--- src/hw/bk_adder_params.svh ---
`ifndef BK_ADDER_PARAMS_SVH
`define BK_ADDER_PARAMS_SVH

`define BK_WIDTH      26
`define BK_FIFO_DEPTH 4
`define BK_ADDR_W     8

// APB register map
`define BK_REG_OP_A   8'h00
`define BK_REG_OP_B   8'h04
`define BK_REG_CTRL   8'h08
`define BK_REG_STATUS 8'h0C
`define BK_REG_RESULT 8'h10

`endif
--- src/hw/bk_adder_pkg.sv ---
`include "bk_adder_params.svh"

package bk_adder_pkg;

    // One queued add request
    typedef struct packed {
        logic [`BK_WIDTH-1:0] a;
        logic [`BK_WIDTH-1:0] b;
        logic                 cin;
    } bk_op_t;

    // One finished add
    typedef struct packed {
        logic [`BK_WIDTH-1:0] sum;
        logic                 cout;
    } bk_res_t;

endpackage

--- src/hw/bk_adder_top.sv ---
`timescale 1ns/10ps

`include "bk_adder_params.svh"

module bk_adder_top (
    input  logic                  clk,
    input  logic                  arst_n,
    input  logic [`BK_ADDR_W-1:0] paddr,
    input  logic                  psel,
    input  logic                  penable,
    input  logic                  pwrite,
    input  logic [31:0]           pwdata,
    output logic [31:0]           prdata,
    output logic                  pready,
    output logic                  pslverr
);

    import bk_adder_pkg::*;

    bk_op_t     op_push_data;
    bk_op_t     op_pop_data;
    logic       op_push_valid;
    logic       op_push_ready;
    logic       op_pop_valid;
    logic       op_pop_ready;
    bk_res_t    res_push_data;
    bk_res_t    res_pop_data;
    logic       res_push_valid;
    logic       res_push_ready;
    logic       res_pop_valid;
    logic       res_pop_ready;
    logic [2:0] res_count;

    bk_apb_regs bk_apb_regs_inst (
        .clk       (clk),
        .arst_n    (arst_n),
        .paddr     (paddr),
        .psel      (psel),
        .penable   (penable),
        .pwrite    (pwrite),
        .pwdata    (pwdata),
        .prdata    (prdata),
        .pready    (pready),
        .pslverr   (pslverr),
        .op_valid  (op_push_valid),
        .op_ready  (op_push_ready),
        .op        (op_push_data),
        .res_valid (res_pop_valid),
        .res_ready (res_pop_ready),
        .res       (res_pop_data),
        .res_count (res_count)
    );

    bk_sync_fifo #(.payload_t(bk_op_t)) op_fifo (
        .clk        (clk),
        .arst_n     (arst_n),
        .push_valid (op_push_valid),
        .push_ready (op_push_ready),
        .push_data  (op_push_data),
        .pop_valid  (op_pop_valid),
        .pop_ready  (op_pop_ready),
        .pop_data   (op_pop_data),
        .count      ()
    );

    bk_adder_core bk_adder_core_inst (
        .clk       (clk),
        .arst_n    (arst_n),
        .in_valid  (op_pop_valid),
        .in_ready  (op_pop_ready),
        .in_op     (op_pop_data),
        .out_valid (res_push_valid),
        .out_ready (res_push_ready),
        .out_res   (res_push_data)
    );

    bk_sync_fifo #(.payload_t(bk_res_t)) res_fifo (
        .clk        (clk),
        .arst_n     (arst_n),
        .push_valid (res_push_valid),
        .push_ready (res_push_ready),
        .push_data  (res_push_data),
        .pop_valid  (res_pop_valid),
        .pop_ready  (res_pop_ready),
        .pop_data   (res_pop_data),
        .count      (res_count)
    );

endmodule

--- src/hw/bk_apb_regs.sv ---
`timescale 1ns/10ps

`include "bk_adder_params.svh"

module bk_apb_regs (
    input  logic                   clk,
    input  logic                   arst_n,
    input  logic [`BK_ADDR_W-1:0]  paddr,
    input  logic                   psel,
    input  logic                   penable,
    input  logic                   pwrite,
    input  logic [31:0]            pwdata,
    output logic [31:0]            prdata,
    output logic                   pready,
    output logic                   pslverr,
    output logic                   op_valid,
    input  logic                   op_ready,
    output bk_adder_pkg::bk_op_t   op,
    input  logic                   res_valid,
    output logic                   res_ready,
    input  bk_adder_pkg::bk_res_t  res,
    input  logic [2:0]             res_count
);

    logic                 access;
    logic                 wr_en;
    logic                 rd_en;
    logic [`BK_WIDTH-1:0] op_a;
    logic [`BK_WIDTH-1:0] op_b;

    assign access = psel & penable;  // Access phase only
    assign wr_en  = access & pwrite;
    assign rd_en  = access & ~pwrite;
    assign pready = 1'b1;

    always_ff @(posedge clk or negedge arst_n) begin
        if (!arst_n) begin
            op_a <= '0;
            op_b <= '0;
        end else if (wr_en) begin
            if (paddr == `BK_REG_OP_A)
                op_a <= pwdata[`BK_WIDTH-1:0];
            if (paddr == `BK_REG_OP_B)
                op_b <= pwdata[`BK_WIDTH-1:0];
        end
    end

    // CTRL write pushes straight into the op FIFO
    assign op_valid  = wr_en & (paddr == `BK_REG_CTRL);
    assign op        = '{a: op_a, b: op_b, cin: pwdata[0]};
    assign res_ready = rd_en & (paddr == `BK_REG_RESULT);

    always_comb begin
        prdata = '0;
        if (rd_en) begin
            case (paddr)
                `BK_REG_STATUS: begin
                    prdata[4:0] = {res_count, ~res_valid, ~op_ready};
                end
                `BK_REG_RESULT: begin
                    if (res_valid)
                        prdata[`BK_WIDTH:0] = {res.cout, res.sum};
                end
                default: prdata = '0;  // Unmapped reads as zero
            endcase
        end
    end

    assign pslverr = (op_valid & ~op_ready) | (res_ready & ~res_valid);

    assert property (@(posedge clk) disable iff (!arst_n)
        penable |-> psel)
        else $error("APB penable without psel");

endmodule

--- src/hw/bk_sync_fifo.sv ---
`timescale 1ns/10ps

`include "bk_adder_params.svh"

module bk_sync_fifo #(
    parameter type payload_t = logic
) (
    input  logic       clk,
    input  logic       arst_n,
    input  logic       push_valid,
    output logic       push_ready,
    input  payload_t   push_data,
    output logic       pop_valid,
    input  logic       pop_ready,
    output payload_t   pop_data,
    output logic [2:0] count
);

    localparam int PTR_W = $clog2(`BK_FIFO_DEPTH);

    payload_t         mem [`BK_FIFO_DEPTH];
    logic [PTR_W-1:0] wr_ptr;
    logic [PTR_W-1:0] rd_ptr;
    logic             do_push;
    logic             do_pop;

    assign push_ready = (count != 3'(`BK_FIFO_DEPTH));
    assign pop_valid  = (count != 3'd0);
    assign do_push    = push_valid & push_ready;
    assign do_pop     = pop_valid & pop_ready;
    assign pop_data   = mem[rd_ptr];  // Head shown without a register

    always_ff @(posedge clk or negedge arst_n) begin
        if (!arst_n) begin
            wr_ptr <= '0;
            rd_ptr <= '0;
            count  <= '0;
        end else begin
            if (do_push)
                wr_ptr <= (wr_ptr == PTR_W'(`BK_FIFO_DEPTH - 1)) ? '0 : wr_ptr + 1'b1;
            if (do_pop)
                rd_ptr <= (rd_ptr == PTR_W'(`BK_FIFO_DEPTH - 1)) ? '0 : rd_ptr + 1'b1;
            if (do_push && !do_pop)
                count <= count + 3'd1;
            else if (do_pop && !do_push)
                count <= count - 3'd1;
        end
    end

    always_ff @(posedge clk) begin
        if (do_push)
            mem[wr_ptr] <= push_data;
    end

    assert property (@(posedge clk) disable iff (!arst_n)
        count <= 3'(`BK_FIFO_DEPTH))
        else $error("fifo count out of range");

    assert property (@(posedge clk) disable iff (!arst_n)
        pop_valid && !pop_ready |=> $stable(pop_data))
        else $error("fifo head changed while waiting");

endmodule

--- src/hw/bk_adder_core.sv ---
`timescale 1ns/10ps

`include "bk_adder_params.svh"

module bk_adder_core (
    input  logic                  clk,
    input  logic                  arst_n,
    input  logic                  in_valid,
    output logic                  in_ready,
    input  bk_adder_pkg::bk_op_t  in_op,
    output logic                  out_valid,
    input  logic                  out_ready,
    output bk_adder_pkg::bk_res_t out_res
);

    logic [`BK_WIDTH:1] s1_p;
    logic [`BK_WIDTH:1] s1_g;
    logic               s1_cin;
    logic               s1_valid;
    logic [`BK_WIDTH:1] g_fold;
    logic [`BK_WIDTH:1] gg;
    logic [`BK_WIDTH:1] carry;
    logic               advance;

    assign advance  = ~out_valid | out_ready;  // Whole pipe holds on a stalled output
    assign in_ready = advance;

    assign g_fold = {s1_g[`BK_WIDTH:2], s1_g[1] | (s1_p[1] & s1_cin)};
    assign carry  = {gg[`BK_WIDTH-1:1], s1_cin};  // Carry into each bit

    bk_prefix_tree bk_prefix_tree_inst (
        .p  (s1_p),
        .g  (g_fold),
        .gp (),
        .gg (gg)
    );

    always_ff @(posedge clk or negedge arst_n) begin
        if (!arst_n) begin
            s1_valid  <= 1'b0;
            out_valid <= 1'b0;
        end else if (advance) begin
            s1_valid  <= in_valid;
            out_valid <= s1_valid;
        end
    end

    always_ff @(posedge clk) begin
        if (advance && in_valid) begin
            s1_p   <= in_op.a ^ in_op.b;
            s1_g   <= in_op.a & in_op.b;
            s1_cin <= in_op.cin;
        end
        if (advance && s1_valid) begin
            out_res.sum  <= s1_p ^ carry;
            out_res.cout <= gg[`BK_WIDTH];
        end
    end

    assert property (@(posedge clk) disable iff (!arst_n)
        out_valid |-> !$isunknown(out_res))
        else $error("adder result unknown while offered");

endmodule

--- src/hw/bk_prefix_tree.sv ---
`timescale 1ns/10ps

`include "bk_adder_params.svh"

module bk_prefix_tree (
    input  logic [`BK_WIDTH:1] p,
    input  logic [`BK_WIDTH:1] g,
    output logic [`BK_WIDTH:1] gp,
    output logic [`BK_WIDTH:1] gg
);

    logic [`BK_WIDTH:1] p_l1, g_l1;
    logic [`BK_WIDTH:1] p_l2, g_l2;
    logic [`BK_WIDTH:1] p_l3, g_l3;
    logic [`BK_WIDTH:1] p_l4, g_l4;
    logic [`BK_WIDTH:1] p_l5, g_l5;
    logic [`BK_WIDTH:1] p_l6, g_l6;
    logic [`BK_WIDTH:1] p_l7, g_l7;

    generate
        for (genvar i = 1; i <= `BK_WIDTH; i++) begin : gen_up_l1
            if (i % 2 == 0) begin : gen_node
                assign p_l1[i] = p[i-1] & p[i];
                assign g_l1[i] = g[i] | (g[i-1] & p[i]);
            end else begin : gen_pass
                assign p_l1[i] = p[i];
                assign g_l1[i] = g[i];
            end
        end
        for (genvar i = 1; i <= `BK_WIDTH; i++) begin : gen_up_l2
            if (i % 4 == 0) begin : gen_node
                assign p_l2[i] = p_l1[i-2] & p_l1[i];
                assign g_l2[i] = g_l1[i] | (g_l1[i-2] & p_l1[i]);
            end else begin : gen_pass
                assign p_l2[i] = p_l1[i];
                assign g_l2[i] = g_l1[i];
            end
        end
        for (genvar i = 1; i <= `BK_WIDTH; i++) begin : gen_up_l3
            if (i % 8 == 0) begin : gen_node
                assign p_l3[i] = p_l2[i-4] & p_l2[i];
                assign g_l3[i] = g_l2[i] | (g_l2[i-4] & p_l2[i]);
            end else begin : gen_pass
                assign p_l3[i] = p_l2[i];
                assign g_l3[i] = g_l2[i];
            end
        end
        for (genvar i = 1; i <= `BK_WIDTH; i++) begin : gen_up_l4
            if (i % 16 == 0) begin : gen_node
                assign p_l4[i] = p_l3[i-8] & p_l3[i];
                assign g_l4[i] = g_l3[i] | (g_l3[i-8] & p_l3[i]);
            end else begin : gen_pass
                assign p_l4[i] = p_l3[i];
                assign g_l4[i] = g_l3[i];
            end
        end
        // Down-sweep fills in the remaining prefixes
        for (genvar i = 1; i <= `BK_WIDTH; i++) begin : gen_dn_l5
            if (i >= 24 && (i - 24) % 16 == 0) begin : gen_node
                assign p_l5[i] = p_l4[i-8] & p_l4[i];
                assign g_l5[i] = g_l4[i] | (g_l4[i-8] & p_l4[i]);
            end else begin : gen_pass
                assign p_l5[i] = p_l4[i];
                assign g_l5[i] = g_l4[i];
            end
        end
        for (genvar i = 1; i <= `BK_WIDTH; i++) begin : gen_dn_l6
            if (i >= 12 && (i - 12) % 8 == 0) begin : gen_node
                assign p_l6[i] = p_l5[i-4] & p_l5[i];
                assign g_l6[i] = g_l5[i] | (g_l5[i-4] & p_l5[i]);
            end else begin : gen_pass
                assign p_l6[i] = p_l5[i];
                assign g_l6[i] = g_l5[i];
            end
        end
        for (genvar i = 1; i <= `BK_WIDTH; i++) begin : gen_dn_l7
            if (i >= 6 && (i - 6) % 4 == 0) begin : gen_node
                assign p_l7[i] = p_l6[i-2] & p_l6[i];
                assign g_l7[i] = g_l6[i] | (g_l6[i-2] & p_l6[i]);
            end else begin : gen_pass
                assign p_l7[i] = p_l6[i];
                assign g_l7[i] = g_l6[i];
            end
        end
        for (genvar i = 1; i <= `BK_WIDTH; i++) begin : gen_dn_l8
            if (i >= 3 && (i - 3) % 2 == 0) begin : gen_node  // Odd positions last
                assign gp[i] = p_l7[i-1] & p_l7[i];
                assign gg[i] = g_l7[i] | (g_l7[i-1] & p_l7[i]);
            end else begin : gen_pass
                assign gp[i] = p_l7[i];
                assign gg[i] = g_l7[i];
            end
        end
    endgenerate

endmodule

--- config.mk ---
export PLATFORM = sky130hd
export DESIGN_NAME = bk_adder_top
export DESIGN_NICKNAME = d
export VERILOG_FILES = /design/src/hw/bk_adder_pkg.sv /design/src/hw/bk_adder_top.sv /design/src/hw/bk_apb_regs.sv /design/src/hw/bk_sync_fifo.sv /design/src/hw/bk_adder_core.sv /design/src/hw/bk_prefix_tree.sv
export VERILOG_INCLUDE_DIRS = /design/src /design/src/hw
export SDC_FILE = /design/constraint.sdc
export NUM_CORES = 1
export LEC_CHECK = 0
export ABC_AREA = 1
export BUFFER_PORTS_ARGS = -buffer_cell sky130_fd_sc_hd__buf_2
export CORE_MARGIN = 4
export CORE_UTILIZATION = 60
export CTS_CLUSTER_DIAMETER = 100
export DETAILED_ROUTE_END_ITERATION = 10
export PLACE_DENSITY = 0.78
export SYNTH_ARGS = -nofsm -noshare
export SYNTH_HDL_FRONTEND = slang
export SYNTH_SLANG_ARGS = --single-unit
export TNS_END_PERCENT = 30
--- constraint.sdc ---
create_clock -name clk -period 9 [get_ports clk]
set_input_delay 0.45 -clock clk [delete_from_list [all_inputs] [get_ports clk]]
set_output_delay 0.45 -clock clk [all_outputs]
set_load 0.02 [all_outputs]
-- Yosys cells after proc, flatten, opt, wreduce, memory -nomap -nowiden
Memory sizes are Yosys's and may differ from the RTL's.
Index checks and enable logic that the tools add are counted.
- register bits: 148
- memory bits (writable): 320
- output and inout bits: 34
- word-level logic and storage cells: 197
- memories: 2
- memories (memory ; depth ; width ; rd ports ; clocked after memory_dff ; wr ports ; line ; source):
    op_fifo.mem ; 4 ; 53 ; 1 ; 0 ; 1 ; bk_sync_fifo.sv:21 ; payload_t mem [`BK_FIFO_DEPTH];
    res_fifo.mem ; 4 ; 27 ; 1 ; 0 ; 1 ; bk_sync_fifo.sv:21 ;
- $add $sub $neg: 8
- eq/ne operators: 10
- muxes and demuxes: 16
- bitwise logic cells: 129
- reductions and logical operators: 17
- operator list (cell ; count):
    bitwise AND 1 bit ; 75
    2-to-1 mux 27 bit ; 2
    bitwise XOR 26 bit ; 2
    bitwise OR 1 bit ; 47
    bitwise AND 26 bit ; 1
    2-to-1 mux 22 bit ; 1
    equality test 8 x 4 -> 1 bit, second input constant ; 2
    2-to-1 mux 3 bit ; 4
    case mux 5 bit (2 select lines) ; 1
    adder 2 x 1 -> 2 bit, second input constant ; 4
    equality test 2 bit, second input constant ; 4
    equality test 8 x 3 -> 1 bit, second input constant ; 1
    equality test 8 x 5 -> 1 bit, second input constant ; 1
    zero test 8 bit ; 1
    2-to-1 mux 2 bit ; 4
    adder 3 x 1 -> 3 bit, second input constant ; 2
    logical AND 1 bit ; 6
    != test 3 bit, second input constant ; 2
    nonzero test 3 bit ; 2
    subtractor 3 x 1 -> 3 bit, second input constant ; 2
    zero test 1 bit ; 4
    2-to-1 mux 1 bit ; 4
    NOT 1 bit ; 4
    AND reduction 2 bit ; 2
    nonzero test 2 bit ; 2

-- Logic depth before layout (Yosys ltp)
- word-level depth: 17
- mapped depth: 18
- depth with buffers taken out: 18

-- Hierarchy
A second synthesis with hierarchy kept.
- cell total of the unflattened synthesis: 1667
- area total of the unflattened synthesis: 20357.0 sq um
- by module, submodules not included (module ; times used ; cells an instance ; area an instance (sq um) ; seq. area each (sq um)):
    bk_sync_fifo at op_fifo ; 1 ; 677 ; 9203.8 ; 6541.3
    bk_sync_fifo at res_fifo ; 1 ; 373 ; 4773.3 ; 3418.3
    bk_adder_core ; 1 ; 144 ; 3059.2 ; 2452.4
    bk_apb_regs ; 1 ; 331 ; 2551.2 ; 1301.2
    bk_prefix_tree ; 1 ; 142 ; 769.5 ; 0.0

-- Worst setup path after synthesis
OpenSTA, ideal clock, no wires.
- path type: input to register
- start: input port paddr[5]
- end: memory op_fifo.mem[0][0] in the netlist's numbering, enable pin
- arrival time: 3408 ps
- required time: 8536 ps
- setup slack: 5129 ps
- cell stages on the path: 7
- cell sequence: nor3_2 > nand2_2 > nor2_1 > nand2_1 > nor2_2 > inv_1 > nor2_1
- word-level cells in the longest chain between the ends: 5
- RTL lines (what ; line ; source):
    start: declaration ; bk_adder_top.sv:8 ; input logic [`BK_ADDR_W-1:0] paddr,
    equality test 8 x 4 -> 1 bit (no line) ; -- ;
    bitwise AND 1 bit ; bk_apb_regs.sv:49 ; assign op_valid = wr_en & (paddr == `BK_REG_CTRL);
    bitwise AND 1 bit ; bk_sync_fifo.sv:29 ; assign do_push = push_valid & push_ready;
    net op_fifo.do_push ; bk_sync_fifo.sv:24 ; logic do_push;
    2-to-1 mux 1 bit ; bk_sync_fifo.sv:51 ; if (do_push)
    2-to-1 mux 1 bit (not written as such) ; bk_sync_fifo.sv:52 ; mem[wr_ptr] <= push_data;
    end: declaration ; bk_sync_fifo.sv:21 ;
The timed path passes the listed nets, and every way through them passes these cells.

-- Worst setup path in the final report
- start: register res_fifo.count[0]
- end: output port prdata[10]
- word-level cells in the longest chain between the ends: 4
- RTL lines (what ; line ; source):
    start: declaration ; bk_sync_fifo.sv:16 ; output logic [2:0] count
    start signal: assignment ; bk_sync_fifo.sv:44 ; count <= count + 3'd1;
    start signal: assignment ; bk_sync_fifo.sv:46 ; count <= count - 3'd1;
    nonzero test 3 bit ; bk_sync_fifo.sv:28 ; assign pop_valid = (count != 3'd0);
    2-to-1 mux 27 bit ; bk_apb_regs.sv:61 ; if (res_valid)
    2-to-1 mux 22 bit ; bk_apb_regs.sv:56 ; case (paddr)
    2-to-1 mux 27 bit ; bk_apb_regs.sv:55 ; if (rd_en) begin
    end: declaration ; bk_adder_top.sv:13 ; output logic [31:0] prdata,
No other way between the ends.

==> summary.md <==
| Metric | Value |
|---|---|
| Status | finished clean |
| Critical Path, Cell by Cell | inv_1, nand3_1, nand3_2, a21oi_1, buf_2 |
| Post-DRT Antenna Nets | 0 |
| Critical R2R Launch | bk_adder_core_inst.s1_p[1] |
| Die Wd | ~180 µm |
| # DRC | 0 |
| Layout cells sized above 1 | a little over an eighth |
| Placed cell area | 0.01918 mm² |
| Worst path bufs/invs | 2 |
| R2R depth | 13 |
| Worst setup EP type | output pin |
| Relative slew slack | approximately a quarter |
| Gr usage total | a little under a fifth |
| Startpoint Class | flip-flop |
| # setup viols final | 0 |
| Vias in the first global route | 10040 |
| Worst path depth | 5 |
| Leakage | ~8.0 nW |
| Layout Nets | between 1500 and 2000 |
| GRT overflow | 0 |
| Max cap viols | 0 |
| Routed vias | around 10000 |
| Avg Cell Area, Syn | between 10 and 15 µm² |
| DR vias/cell | 5.557 |
| Chip Height | roughly 180 µm |
| Final instance area | between 0.02 and 0.025 mm² |
| CP startpoint | res_fifo.count[0] |
| P per Cell Area | 319.8 mW/mm² |
| Setup tns final | 0 ns |
| Router iterations before antenna repair | 5 |
| Fin crit period | between 3 and 4 ns |
| Post-Syn Area | between 0.015 and 0.02 mm² |
| Crit Path Category | reg -> out |
| Root buffer cell | clkbuf_16 |
| Reg2Reg Setup Slack | approximately 6.3 ns |
| Final core occ | around two thirds |
| Post-synthesis sequential area ratio | 74.01% |
| Worst path slowest cell | nand3_2 |
| Area delta synth->final | 11.41% |
| Flops & latches, synth | 468 |
| CP max stage delay | 0.59 ns |
| Num CTS Buffers | 44 |
| Max-slew violations | 0 |
| Top achievable clock speed | roughly 0.33 GHz |
| Antenna cells | 0 |
| Worst slew pin tran | ~1.1 ns |
| Delay-heaviest family, CP | simple AND/OR/NAND/NOR gates |
| Clk slew on worst S/H paths | roughly 0.060 ns |
| RSZ-0062 raised after global routing | no |
| Critical Path Fanout Max | 31 |
| CTS tree | yes |
| Max H-tree Level | 2 |
| Row cnt | 64 |
| Initial antenna violation count | 0 |
| Worst r2r dst | bk_adder_core_inst.out_res[14] |
| Largest net degree at the start of global routing | 107 |
| Clock Sinks | ~470 |
| Post-DP HPWL | between 15 and 20 mm |
| Ys Warns | 0 |
| Port Buffers | 66 |
| Hold Crit Depth | 1 |
| Peak supply drop | between 0.15 and 0.2 mV |
| IO Pins | 79 |
| Post-Syn Instances | about 1400 |
| Clk buf depth | 3 |
| HP Class | in -> reg |
| Worst-skew pair later-pin latency | approximately 0.53 ns |
| First-pass GRT wire length | a little over 50 mm |
| Initial DRC Count | just under 800 |
| Drt wl/cell | between 15 and 20 µm |
| WP data required | approximately 8.6 ns |
| Core area | between 0.03 and 0.04 mm² |
| Critical Path AT | roughly 2.6 ns |
| Setup Skew | between 0.01 and 0.015 ns |
| Hold Slack | around 0.16 ns |
| Critical Path End | prdata[10] |
| Final hold vios | 0 |
| Routability cong. | 0.7422 |
| DIE AREA | about 0.034 mm² |
| Library cells used by synthesis | 38 |
| Total wire length | ~33 mm |
| Final period util | 33.34% |
| Initial core utilization | 60.73% |
layout make-up:
cell class,instances,area [µm²]
timing repair buffer,79,432.9
tap,396,495.5
clock inverter,26,246.5
sequential,468,13720
multi-input combinational,775,4252
fill,2038,9868
clock buffer,53,1206
inverter,78,292.8
through the flow:
step | worst slack (ns) | cells | power (W)
floorplan | 5.129 | 1390 | 0.004288
global placement | 6.108 | 1795 | 0.004708
detailed placement | 6.097 | 1795 | 0.004794
CTS | 5.947 | 1875 | 0.006633
global route | 5.821 | 1875 | 0.006973
finish | 5.999 | 1875 | 0.006601
worst min-delay path by stage:
stage	start	end	slack [ns]
after global placement	arst_n	bk_apb_regs_inst.op_a[14]	0.36
after floorplan	arst_n	bk_adder_core_inst.out_valid	0.15
after CTS	pwdata[0]	op_fifo.mem[1][0]	0.14
after global routing	pwdata[0]	op_fifo.mem[3][0]	0.15
after detailed placement	arst_n	bk_apb_regs_inst.op_a[14]	0.36
final	pwdata[0]	op_fifo.mem[3][0]	0.16
where the power goes:
group / total [W] / switching (W) / internal (W)
Combinational: 0.00148 / 0.00100 / 0.000479
Clock: 0.00184 / 0.000742 / 0.00109
Sequential: 0.00329 / 0.000212 / 0.00307
Yosys cell counts:
| library cell | n | share of area, % |
|---|---|---|
| a21o_1 | 1 | 0.041 |
| a21oi_1 | 37 | 1.0 |
| a31o_2 | 2 | 0.095 |
| buf_1 | 3 | 0.061 |
| buf_2 | 21 | 0.57 |
| buf_4 | 6 | 0.24 |
| buf_6 | 5 | 0.30 |
| clkbuf_1 | 34 | 0.69 |
| clkinv_1 | 3 | 0.061 |
| conb_1 | 2 | 0.041 |
| dfrtp_1 | 68 | 9.2 |
| edfxtp_1 | 400 | 65 |
| fa_1 | 2 | 0.22 |
| ha_1 | 52 | 3.5 |
| inv_1 | 75 | 1.5 |
| mux2_2 | 1 | 0.061 |
| nand2_1 | 97 | 2.0 |
| nand2_2 | 8 | 0.27 |
| nand2_4 | 1 | 0.061 |
| nand3_1 | 9 | 0.24 |
| nand3_2 | 1 | 0.054 |
| nand3b_1 | 1 | 0.041 |
| nand4_1 | 4 | 0.14 |
| nor2_1 | 242 | 4.9 |
| nor2_2 | 2 | 0.068 |
| nor3_1 | 2 | 0.054 |
| nor3_2 | 1 | 0.054 |
| nor4_4 | 1 | 0.11 |
| o21ai_0 | 175 | 4.7 |
| o21ai_1 | 22 | 0.59 |
| o21ai_2 | 26 | 1.2 |
| o21bai_1 | 1 | 0.041 |
| o22a_1 | 3 | 0.14 |
| o22ai_1 | 59 | 2.0 |
| o31ai_2 | 1 | 0.068 |
| or2_2 | 2 | 0.068 |
| xnor2_1 | 14 | 0.66 |
| xor2_1 | 2 | 0.095 |
cell usage in the layout (no fill, tap or decap), types with 13 or more instances in the layout:
cell type	instances
a21oi_1	37
buf_2	65
buf_4	13
clkbuf_16	45
clkinv_1	13
dfrtp_1	66
edfxtp_1	400
ha_1	52
inv_1	73
nand2_1	97
nor2_1	234
o21ai_0	175
o21ai_1	22
o21ai_2	26
o22ai_1	59
xnor2_1	14
repair_timing:
item | CTS | global route
buffers inserted | 0 | 0
hold buffers | 1 | 0
hold endpoints to repair | 19 | 0
resized for setup | 0 | 0
kinds of logic (layout without fill, tap and decap cells):
| group | count (synthesis) | in the layout | share of synthesized area, % |
|---|---|---|---|
| XOR/XNOR | 16 | 16 | 0.7564 |
| other | 2 | 6 | 0.04053 |
| AO/OA/AOI/OAI | 327 | 327 | 9.927 |
| AND/OR/NAND/NOR | 371 | 371 | 8.029 |
| multiplexers | 1 | 1 | 0.06077 |
| flip-flops | 468 | 468 | 74.01 |
| buffers and inverters | 147 | 236 | 3.444 |
| adder cells (fa/ha/maj) | 54 | 54 | 3.728 |
state kept, by name (all words and copies together), names as in the netlist:
| signal | cells |
|---|---|
| op_fifo.mem | 212 |
| bk_adder_core_inst.s1_valid | 1 |
| res_fifo.wr_ptr | 2 |
| res_fifo.mem | 108 |
| bk_adder_core_inst.s1_cin | 1 |
| op_fifo.rd_ptr | 2 |
| bk_apb_regs_inst.op_a | 26 |
| bk_adder_core_inst.s1_p | 26 |
| bk_adder_core_inst.out_res | 27 |
| bk_adder_core_inst.s1_g | 26 |
| res_fifo.count | 3 |
| bk_adder_core_inst.out_valid | 1 |
| bk_apb_regs_inst.op_b | 26 |
| op_fifo.count | 3 |
| res_fifo.rd_ptr | 2 |
| op_fifo.wr_ptr | 2 |
routing by layer:
metal | track usage [%] | vias up | routed length (µm)
met2 | 33.21 | 296 | 16420
met5 | 0 | - | 0
li1 | - | 5055 | -
met3 | 2.750 | 53 | 1787
met1 | 26.01 | 5016 | 13790
met4 | 5.058 | 0 | 600
No activity file was read; power rests on OpenSTA's default activity.
